**src/source/tk1_pkg.sv**
```systemverilog
`default_nettype none

package tk1_pkg;

  // ------------------------------
  // Vector types
  // ------------------------------
  typedef logic [31:0] bus_word_t;
  typedef logic [7:0]  reg_addr_t;
  typedef logic [31:0] cpu_addr_t;

  // Red in bit 2, green in bit 1, blue in bit 0
  typedef logic [2:0]  led_t;

  typedef logic [2:0]  cdi_index_t;

  typedef enum logic {
    MODE_FIRMWARE = 1'b0,
    MODE_APP      = 1'b1
  } mode_state_t;

  // Kept short so the trap blink shows up in simulation
  localparam int BLINK_CTR_WIDTH = 6;
  typedef logic [BLINK_CTR_WIDTH-1:0] blink_ctr_t;

  // ------------------------------
  // Register map
  // ------------------------------
  localparam reg_addr_t ADDR_NAME0         = 8'h00;
  localparam reg_addr_t ADDR_NAME1         = 8'h01;
  localparam reg_addr_t ADDR_VERSION       = 8'h02;
  localparam reg_addr_t ADDR_SYSTEM_MODE   = 8'h08;
  localparam reg_addr_t ADDR_LED           = 8'h09;
  localparam reg_addr_t ADDR_APP_START     = 8'h0c;
  localparam reg_addr_t ADDR_APP_SIZE      = 8'h0d;
  localparam reg_addr_t ADDR_SYSCALL       = 8'h12;
  localparam reg_addr_t ADDR_CDI_FIRST     = 8'h20;
  localparam reg_addr_t ADDR_CDI_LAST      = 8'h27;
  localparam reg_addr_t ADDR_CPU_MON_CTRL  = 8'h60;
  localparam reg_addr_t ADDR_CPU_MON_FIRST = 8'h61;
  localparam reg_addr_t ADDR_CPU_MON_LAST  = 8'h62;

  // ------------------------------
  // Constants
  // ------------------------------
  localparam bus_word_t TK1_NAME0      = 32'h746b3120;  // "tk1 "
  localparam bus_word_t TK1_NAME1      = 32'h6d6b6466;  // "mkdf"
  localparam bus_word_t TK1_VERSION    = 32'h00000005;
  localparam bus_word_t APP_SIZE_RESET = 32'h00000000;

  // No physical memory here, any access traps in the monitor
  localparam cpu_addr_t ILLEGAL_ADDR   = 32'h4f000000;

  localparam cpu_addr_t FW_RAM_FIRST   = 32'hd0000000;
  localparam cpu_addr_t FW_RAM_LAST    = 32'hd00007ff;
  localparam cpu_addr_t FW_ROM_LAST    = 32'h00001fff;

  localparam led_t LED_RESET       = 3'b110;
  localparam led_t TRAP_LED_TOGGLE = 3'b100;

endpackage

`default_nettype wire

```
**src/source/monitor_cfg_if.sv**
```systemverilog
`default_nettype none

// Monitor window and syscall address, from the register file to the checkers
interface monitor_cfg_if;

  logic               mon_en;
  tk1_pkg::cpu_addr_t mon_first;
  tk1_pkg::cpu_addr_t mon_last;
  tk1_pkg::cpu_addr_t syscall_addr;

  modport driver (
    output mon_en,
    output mon_first,
    output mon_last,
    output syscall_addr
  );

  modport monitor (
    input mon_en,
    input mon_first,
    input mon_last
  );

  modport mode (
    input syscall_addr
  );

endinterface

`default_nettype wire

```
**src/source/tk1_regs.sv**
```systemverilog
`default_nettype none

module tk1_regs (
  input  logic                clk,
  input  logic                reset_n,
  input  logic                cs,
  input  logic                we,
  input  tk1_pkg::reg_addr_t  address,
  input  tk1_pkg::bus_word_t  write_data,
  output tk1_pkg::bus_word_t  read_data,
  output logic                ready,
  input  logic                system_mode,
  output tk1_pkg::led_t       led_reg,
  monitor_cfg_if.driver       cfg
);

  tk1_pkg::bus_word_t  app_start_reg;
  tk1_pkg::bus_word_t  app_size_reg;
  tk1_pkg::cpu_addr_t  syscall_reg;
  tk1_pkg::bus_word_t  cdi_mem [8];

  logic                mon_en_reg;
  tk1_pkg::cpu_addr_t  mon_first_reg;
  tk1_pkg::cpu_addr_t  mon_last_reg;

  logic                wr_access;
  logic                rd_access;
  logic                fw_wr;
  logic                cdi_hit;
  tk1_pkg::cdi_index_t cdi_idx;

  // ------------------------------
  // Decode
  // ------------------------------
  // No wait states, every access completes in its own cycle
  assign ready     = cs;
  assign wr_access = cs && we;
  assign rd_access = cs && !we;

  // Protected registers only change in firmware mode
  assign fw_wr     = wr_access && !system_mode;

  assign cdi_hit   = (address >= tk1_pkg::ADDR_CDI_FIRST) &&
                     (address <= tk1_pkg::ADDR_CDI_LAST);
  assign cdi_idx   = address[2:0];

  // ------------------------------
  // Registers
  // ------------------------------
  always_ff @(posedge clk) begin
    if (!reset_n) begin
      led_reg       <= tk1_pkg::LED_RESET;
      app_start_reg <= '0;
      app_size_reg  <= tk1_pkg::APP_SIZE_RESET;
      syscall_reg   <= tk1_pkg::ILLEGAL_ADDR;
      mon_en_reg    <= 1'b0;
      mon_first_reg <= '0;
      mon_last_reg  <= '0;
    end else begin
      // LED is open to the application as well
      if (wr_access && (address == tk1_pkg::ADDR_LED)) begin
        led_reg <= write_data[2:0];
      end

      if (fw_wr && (address == tk1_pkg::ADDR_APP_START)) begin
        app_start_reg <= write_data;
      end

      if (fw_wr && (address == tk1_pkg::ADDR_APP_SIZE)) begin
        app_size_reg <= write_data;
      end

      if (fw_wr && (address == tk1_pkg::ADDR_SYSCALL)) begin
        syscall_reg <= write_data;
      end

      // Enable is sticky, any write turns it on
      if (wr_access && (address == tk1_pkg::ADDR_CPU_MON_CTRL)) begin
        mon_en_reg <= 1'b1;
      end

      // Window is frozen once the monitor runs
      if (wr_access && !mon_en_reg) begin
        if (address == tk1_pkg::ADDR_CPU_MON_FIRST) begin
          mon_first_reg <= write_data;
        end
        if (address == tk1_pkg::ADDR_CPU_MON_LAST) begin
          mon_last_reg <= write_data;
        end
      end
    end
  end

  // CDI words
  always_ff @(posedge clk) begin
    if (fw_wr && cdi_hit) begin
      cdi_mem[cdi_idx] <= write_data;
    end
  end

  assign cfg.mon_en       = mon_en_reg;
  assign cfg.mon_first    = mon_first_reg;
  assign cfg.mon_last     = mon_last_reg;
  assign cfg.syscall_addr = syscall_reg;

  // ------------------------------
  // Read mux
  // ------------------------------
  always_comb begin
    read_data = '0;
    if (rd_access) begin
      case (address)
        tk1_pkg::ADDR_NAME0:         read_data = tk1_pkg::TK1_NAME0;
        tk1_pkg::ADDR_NAME1:         read_data = tk1_pkg::TK1_NAME1;
        tk1_pkg::ADDR_VERSION:       read_data = tk1_pkg::TK1_VERSION;
        tk1_pkg::ADDR_SYSTEM_MODE:   read_data = {$bits(tk1_pkg::bus_word_t){system_mode}};
        tk1_pkg::ADDR_LED:           read_data = tk1_pkg::bus_word_t'(led_reg);
        tk1_pkg::ADDR_APP_START:     read_data = app_start_reg;
        tk1_pkg::ADDR_APP_SIZE:      read_data = app_size_reg;
        tk1_pkg::ADDR_SYSCALL:       read_data = syscall_reg;
        tk1_pkg::ADDR_CPU_MON_CTRL:  read_data = tk1_pkg::bus_word_t'(mon_en_reg);
        tk1_pkg::ADDR_CPU_MON_FIRST: read_data = mon_first_reg;
        tk1_pkg::ADDR_CPU_MON_LAST:  read_data = mon_last_reg;
        default: begin
          if (cdi_hit) begin
            read_data = cdi_mem[cdi_idx];
          end
        end
      endcase
    end
  end

  // Application code cannot move its own entry points
  app_regs_locked : assert property (
    @(posedge clk) disable iff (!reset_n)
    system_mode |=> $stable(app_start_reg) && $stable(app_size_reg) && $stable(syscall_reg)
  );

endmodule

`default_nettype wire

```
**src/source/privilege_fsm.sv**
```systemverilog
`default_nettype none

module privilege_fsm (
  input  logic               clk,
  input  logic               reset_n,
  input  tk1_pkg::cpu_addr_t cpu_addr,
  input  logic               cpu_instr,
  input  logic               cpu_valid,
  monitor_cfg_if.mode        cfg,
  output logic               system_mode
);

  tk1_pkg::mode_state_t state;
  tk1_pkg::mode_state_t state_next;

  logic fetch;
  logic above_rom;
  logic syscall_hit;

  assign fetch       = cpu_valid && cpu_instr;
  assign above_rom   = cpu_addr > tk1_pkg::FW_ROM_LAST;
  assign syscall_hit = cpu_addr == cfg.syscall_addr;

  // ------------------------------
  // Next state
  // ------------------------------
  always_comb begin
    state_next = state;
    case (state)
      tk1_pkg::MODE_FIRMWARE: begin
        // Leaving the ROM drops privilege
        if (fetch && above_rom) begin
          state_next = tk1_pkg::MODE_APP;
        end
      end
      tk1_pkg::MODE_APP: begin
        // Only a syscall entry inside the ROM raises it again
        if (fetch && syscall_hit && !above_rom) begin
          state_next = tk1_pkg::MODE_FIRMWARE;
        end
      end
    endcase
  end

  always_ff @(posedge clk) begin
    if (!reset_n) begin
      state <= tk1_pkg::MODE_FIRMWARE;
    end else begin
      state <= state_next;
    end
  end

  assign system_mode = (state == tk1_pkg::MODE_APP);

  // Code outside the ROM never runs privileged
  app_after_rom_exit : assert property (
    @(posedge clk) disable iff (!reset_n)
    fetch && above_rom |=> state == tk1_pkg::MODE_APP
  );

endmodule

`default_nettype wire

```
**src/source/exec_monitor.sv**
```systemverilog
`default_nettype none

module exec_monitor (
  input  logic               clk,
  input  logic               reset_n,
  input  tk1_pkg::cpu_addr_t cpu_addr,
  input  logic               cpu_instr,
  input  logic               cpu_valid,
  monitor_cfg_if.monitor     cfg,
  output logic               force_trap
);

  logic fetch;
  logic ram_violation;
  logic fw_ram_fetch;
  logic window_fetch;
  logic trap_set;

  assign fetch = cpu_valid && cpu_instr;

  // ------------------------------
  // Violation checks
  // ------------------------------
  // RAM region beyond the physical size
  assign ram_violation = cpu_valid && (cpu_addr[31:30] == 2'b01) && (|cpu_addr[29:17]);

  // Firmware RAM is data only
  assign fw_ram_fetch  = fetch &&
                         (cpu_addr >= tk1_pkg::FW_RAM_FIRST) &&
                         (cpu_addr <= tk1_pkg::FW_RAM_LAST);

  // Window set up by firmware, checked only once enabled
  assign window_fetch  = fetch && cfg.mon_en &&
                         (cpu_addr >= cfg.mon_first) &&
                         (cpu_addr <= cfg.mon_last);

  assign trap_set = ram_violation || fw_ram_fetch || window_fetch;

  // Sticky until reset
  always_ff @(posedge clk) begin
    if (!reset_n) begin
      force_trap <= 1'b0;
    end else if (trap_set) begin
      force_trap <= 1'b1;
    end
  end

  trap_is_sticky : assert property (
    @(posedge clk) disable iff (!reset_n) force_trap |=> force_trap
  );

endmodule

`default_nettype wire

```
**src/source/trap_led_blinker.sv**
```systemverilog
`default_nettype none

module trap_led_blinker (
  input  logic          clk,
  input  logic          reset_n,
  input  logic          cpu_trap,
  input  tk1_pkg::led_t led_reg,
  output logic          led_r,
  output logic          led_g,
  output logic          led_b
);

  tk1_pkg::blink_ctr_t blink_ctr;
  tk1_pkg::led_t       trap_led;
  tk1_pkg::led_t       led_mux;

  // ------------------------------
  // Blink timer
  // ------------------------------
  always_ff @(posedge clk) begin
    if (!reset_n) begin
      blink_ctr <= '0;
      trap_led  <= '0;
    end else begin
      blink_ctr <= blink_ctr + tk1_pkg::blink_ctr_t'(1);
      // Toggle red once per wrap
      if (blink_ctr == '0) begin
        trap_led <= trap_led ^ tk1_pkg::TRAP_LED_TOGGLE;
      end
    end
  end

  // Trapped CPU takes over the LEDs
  assign led_mux = cpu_trap ? trap_led : led_reg;

  assign led_r = led_mux[2];
  assign led_g = led_mux[1];
  assign led_b = led_mux[0];

endmodule

`default_nettype wire

```
**src/source/tk1_core.sv**
```systemverilog
`default_nettype none

module tk1_core (
  input  logic               clk,
  input  logic               reset_n,

  input  logic               cpu_trap,
  input  tk1_pkg::cpu_addr_t cpu_addr,
  input  logic               cpu_instr,
  input  logic               cpu_valid,
  output logic               system_mode,
  output logic               force_trap,

  output logic               led_r,
  output logic               led_g,
  output logic               led_b,

  input  logic               cs,
  input  logic               we,
  input  tk1_pkg::reg_addr_t address,
  input  tk1_pkg::bus_word_t write_data,
  output tk1_pkg::bus_word_t read_data,
  output logic               ready
);

  tk1_pkg::led_t led_reg;

  monitor_cfg_if cfg_if ();

  tk1_regs u_tk1_regs (
    .clk         (clk),
    .reset_n     (reset_n),
    .cs          (cs),
    .we          (we),
    .address     (address),
    .write_data  (write_data),
    .read_data   (read_data),
    .ready       (ready),
    .system_mode (system_mode),
    .led_reg     (led_reg),
    .cfg         (cfg_if.driver)
  );

  privilege_fsm u_privilege_fsm (
    .clk         (clk),
    .reset_n     (reset_n),
    .cpu_addr    (cpu_addr),
    .cpu_instr   (cpu_instr),
    .cpu_valid   (cpu_valid),
    .cfg         (cfg_if.mode),
    .system_mode (system_mode)
  );

  exec_monitor u_exec_monitor (
    .clk        (clk),
    .reset_n    (reset_n),
    .cpu_addr   (cpu_addr),
    .cpu_instr  (cpu_instr),
    .cpu_valid  (cpu_valid),
    .cfg        (cfg_if.monitor),
    .force_trap (force_trap)
  );

  trap_led_blinker u_trap_led_blinker (
    .clk      (clk),
    .reset_n  (reset_n),
    .cpu_trap (cpu_trap),
    .led_reg  (led_reg),
    .led_r    (led_r),
    .led_g    (led_g),
    .led_b    (led_b)
  );

endmodule

`default_nettype wire

```
**config.mk**
```make
export PLATFORM = sky130hd
export DESIGN_NAME = tk1_core
export DESIGN_NICKNAME = d
export VERILOG_FILES = /design/src/source/tk1_pkg.sv /design/src/source/monitor_cfg_if.sv /design/src/source/tk1_regs.sv /design/src/source/privilege_fsm.sv /design/src/source/exec_monitor.sv /design/src/source/trap_led_blinker.sv /design/src/source/tk1_core.sv
export SDC_FILE = /design/constraint.sdc
export NUM_CORES = 1
export LEC_CHECK = 0
export ABC_AREA = 1
export BUFFER_PORTS_ARGS = -buffer_cell sky130_fd_sc_hd__buf_2
export CAP_MARGIN = 20
export CORE_MARGIN = 1.5
export CORE_UTILIZATION = 30
export CTS_BUF_LIST = sky130_fd_sc_hd__clkbuf_16
export CTS_CLUSTER_SIZE = 20
export DETAILED_ROUTE_END_ITERATION = 8
export SYNTH_ARGS = -nofsm -noshare
export SYNTH_HDL_FRONTEND = slang
export SYNTH_SLANG_ARGS = --single-unit
```
**constraint.sdc**
```tcl
create_clock -name clk -period 6 [get_ports clk]
set_clock_uncertainty 0.05 [all_clocks]
set_input_delay 0 -clock clk [delete_from_list [all_inputs] [get_ports clk]]
set_output_delay 0 -clock clk [all_outputs]
set_load 0.1 [all_outputs]
```
==> key figures <==
Logic synthesis
  • Number of cells produced by synthesis: 2067
  • Number of warnings reported in the yosys synthesis log: 0
  • Average size of a mapped cell: 9.412 um2
  • Adder-Cell Fraction of Synth Area: 4.245%
  • Unique masters post-synth: 39
  • Syn Nets: 2212
  • Post-synth top flop: sky130_fd_sc_hd__edfxtp_1
  • Area of the mapped netlist: 0.01945 mm2
  • XOR/XNOR Fraction of Synth Area: 0.7203%
  • Main area contributors after synthesis: sky130_fd_sc_hd__edfxtp_1 (40%), sky130_fd_sc_hd__dfxtp_1 (18%), sky130_fd_sc_hd__nand2_1 (6.7%)
  • #FFs+latches synth: 429
  • Main combinational cell family by area after synthesis: compound AO/OA/AOI/OAI gates
  • Compound-cell area share of the yosys netlist: 16.48%
  • Area share of the leading cell type in the synthesized netlist: 39.52%
  • Post-synthesis share of cell area spent on and, or, nand and nor gates: 14.89%
  • Mux share of post-synthesis cell area: 0%
  • Fraction of synthesis flops using an asynchronous set or reset pin: 0%
  • Share of synthesized area occupied by flip-flops and latches: 57.32%
  • Library cell with the largest summed area after synthesis: sky130_fd_sc_hd__edfxtp_1
  • Number of synthesized flops with an enable pin: 256

Power and ir drop
  • Part of the total power dissipated in the clock network: 43.5%
  • Switching Power: 1.502 mW
  • Power density of the placed cells: 275.9 mW/mm2
  • Leak: 8.436 nW
  • Switching Fraction: 23.82%
  • Sequential fraction of design power: 49.5%
  • Internal power: 4.805 mW
  • Peak VDD IR: 0.0001994 V
  • Part of the power in combinational logic: 7.0%

Timing
  • Final worst path period share: 61.45%
  • Post-route minimum period: 3.687 ns
  • Max Freq: 271.2 MHz
  • Setup TNS: 0 ns
  • Final Max Slew Viols: 0
  • WHS: 0.08673 ns
  • Count of final setup violators: 0
  • Slack of the critical path: 2.313 ns
  • Max-Slew Margin vs Limit: 30.03%
  • Actual slew at the worst max-slew pin: 1.050 ns
  • Count of endpoints failing hold in the final timing report: 0
  • Setup repair after global routing missed its margin: false

Detailed routing
  • Antenna viol nets, final: 0
  • Wire length per cell after detailed routing: 20.42 um
  • Post-route DRC violation count: 0
  • Total length of routed wires: 62920 um
  • Via-per-instance ratio: 5.189
  • Number of DRC markers after the initial detailed-route iteration: 1705
  • Detailed-route via count: 15990
  • Iteration count of the initial detailed-routing pass: 6

Critical path
  • Worst path arrival time: 4.15 ns
  • Reg2Reg Launch Point: u_privilege_fsm.system_mode
  • Critical-path maximum fanout: 4
  • Delay-heaviest family, CP: buffers and inverters
  • Critical path class: input port to flop
  • CP endpoint kind: flop
  • Worst r2r dst: u_tk1_regs.cdi_mem[1][6]
  • Required arrival time at the worst endpoint: 6.47 ns
  • Most numerous cell on the critical path: sky130_fd_sc_hd__dlygate4sd3_1
  • Largest stage delay on the critical path: 0.59 ns
  • Cell type of the slowest stage on the worst timing path: sky130_fd_sc_hd__dlygate4sd3_1
  • Worst Setup SP: cpu_addr[12]
  • Worst setup path end: u_exec_monitor.force_trap
  • Reg2reg setup slack: 3.34 ns
  • Number of logic stages on the critical path including buffering: 12
  • Kind of launch point of the worst setup path: input port
  • Buffering stage count on the worst path with inverters included: 7
  • Cell breakdown of the critical path: dlygate4sd3_1 -> buf_2 -> nor3_1 -> dlygate4sd3_1 -> nand4_1 -> dlygate4sd3_1 -> nor2_1 -> dlygate4sd3_1 -> nor2_1 -> dlygate4sd3_1 -> a21oi_1 -> dlygate4sd3_1
  • Depth of the worst register-to-register path: 6

Clock tree
  • CTS tree: built
  • CTS sink count: 429
  • CTS clk-pin slew, worst paths: 0.06 ns
  • # H-tree levels: 2
  • Worst-skew pair later-pin latency: 0.58 ns
  • Total clock buffers created by CTS: 44
  • Cell chosen for the clock root: sky130_fd_sc_hd__clkbuf_16
  • Number of setup buffers added after CTS: 0
  • Clk buf depth: 3

Run
  • MaxCap Viol Count: 0

Floorplanning
  • Total number of placement rows: 93
  • Vert. Die Dim: 257.6 um
  • I/O pin cnt: 117
  • Area of the die: 0.06638 mm2
  • Die span in x: 257.6 um
  • Starting density of the core: 30.29%
  • Area of the core: 0.06423 mm2

Placement
  • Post-detailed-placement half-perimeter wirelength: 42370 um
  • Placed Instance Area: 0.02092 mm2
  • RePlAce Congestion: 0.8598
  • Place WS: 2.721 ns
  • # port buffers: 116

Layout
  • Most common cell after layout, fill and taps aside: sky130_fd_sc_hd__nand2_1
  • Commonest non-fill, non-tap cells in the layout: sky130_fd_sc_hd__nand2_1 (345), sky130_fd_sc_hd__edfxtp_1 (256), sky130_fd_sc_hd__a21oi_1 (245)
  • FILL cells: 6466
  • Fraction of the core area covered by cells at the end of the flow: 35.59%
  • Final nets: 2330
  • Largest register FFs: 256
  • Share of post-route cells with drive strength above 1: 11.31%
  • Register with the highest flop count: u_tk1_regs.cdi_mem
  • Area growth from synthesis to layout: 17.51%
  • Final instance area: 0.02286 mm2

Global route
  • Pin count of the biggest net entering global routing: 102
  • GRT Overall Usage: 18.60%
  • Via count of the first global-routing pass: 15220
  • Wire length of the first global-routing pass: 94480 um
  • Remaining global-route overflow: 0
  • Initial antenna violation count: 13

Min path
  • Type of the most critical hold path: input port to flop

Run status
  • Result of the run: finished, final reports clean
-- power by group through the flow --
stage	combinational, mW	clock, mW	sequential, mW
after detailed placement	0.415	0	3.19
after global routing	0.484	2.89	3.12
after floorplan	0.238	0	3.19
after global placement	0.406	0	3.19
final	0.441	2.74	3.13
after CTS	0.439	2.78	3.13
-- worst register-to-register path, cell delays in order (launching register included) --
cell	delay, ns
sky130_fd_sc_hd__dfxtp_1	0.42
sky130_fd_sc_hd__nor2_1	0.14
sky130_fd_sc_hd__inv_1	0.16
sky130_fd_sc_hd__nor2_1	0.23
sky130_fd_sc_hd__inv_1	0.12
sky130_fd_sc_hd__nor3_2	0.63
sky130_fd_sc_hd__buf_4	0.53
-- worst min path at each step --
stage | start | end | cells after the start
final | address[0] | u_tk1_regs.app_start_reg[5] | 4
after global routing | address[0] | u_tk1_regs.app_start_reg[0] | 4
after CTS | address[0] | u_tk1_regs.app_start_reg[5] | 4
after detailed placement | write_data[30] | u_tk1_regs.cdi_mem[3][30] | 1
after global placement | write_data[30] | u_tk1_regs.cdi_mem[3][30] | 1
after floorplan | write_data[0] | u_tk1_regs.cdi_mem[0][0] | 0
-- synthesized netlist by cell type (29+ instances only) --
cell type / number
sky130_fd_sc_hd__o22ai_1: 29
sky130_fd_sc_hd__o21ai_0: 131
sky130_fd_sc_hd__buf_2: 32
sky130_fd_sc_hd__nor2_1: 112
sky130_fd_sc_hd__o221ai_1: 70
sky130_fd_sc_hd__clkbuf_1: 74
sky130_fd_sc_hd__edfxtp_1: 256
sky130_fd_sc_hd__a21oi_1: 245
sky130_fd_sc_hd__dfxtp_1: 173
sky130_fd_sc_hd__nand3_1: 144
sky130_fd_sc_hd__o21ai_1: 79
sky130_fd_sc_hd__inv_1: 186
sky130_fd_sc_hd__nand2_1: 347
sky130_fd_sc_hd__ha_1: 66
-- kinds of logic after synthesis --
family          count (synthesis)
compound gates                572
xor+xnor                       16
fa+ha+maj                      66
buf+inv                       314
flops                         429
simple gates                  670
-- what timing repair did --
item                                   4_1_cts  5_1_grt
hold buffers                                46        0
resized for setup                            0        0
endpoints found under the hold margin      426        0
setup endpoints to repair                    0        0
-- final cells by class --
type / instances / area [um2] / share of cell area, %
Antenna cell: 6 / 15.01 / 0.06568
Clock buffer: 44 / 1101 / 4.817
Tap cell: 855 / 1070 / 4.680
Multi-Input combinational cell: 1324 / 7143 / 31.25
Sequential cell: 429 / 11150 / 48.78
Clock inverter: 37 / 322.8 / 1.412
Timing Repair Buffer: 190 / 1321 / 5.780
Inverter: 196 / 735.7 / 3.218
-- layer usage --
metal	share of wire (%)	track usage [%]
met1	45	25.72
met2	45	29.22
met3	8.7	4.505
met4	1.9	4.548
met5	0.17	0
-- per-stage QoR --
stage,power (mW),cells
after global placement,3.596,2944
after CTS,6.340,3073
after global routing,6.498,3075
after detailed placement,3.604,2946
after floorplan,3.433,2067
final,6.308,3081
No activity file was read; power rests on OpenSTA's default activity.
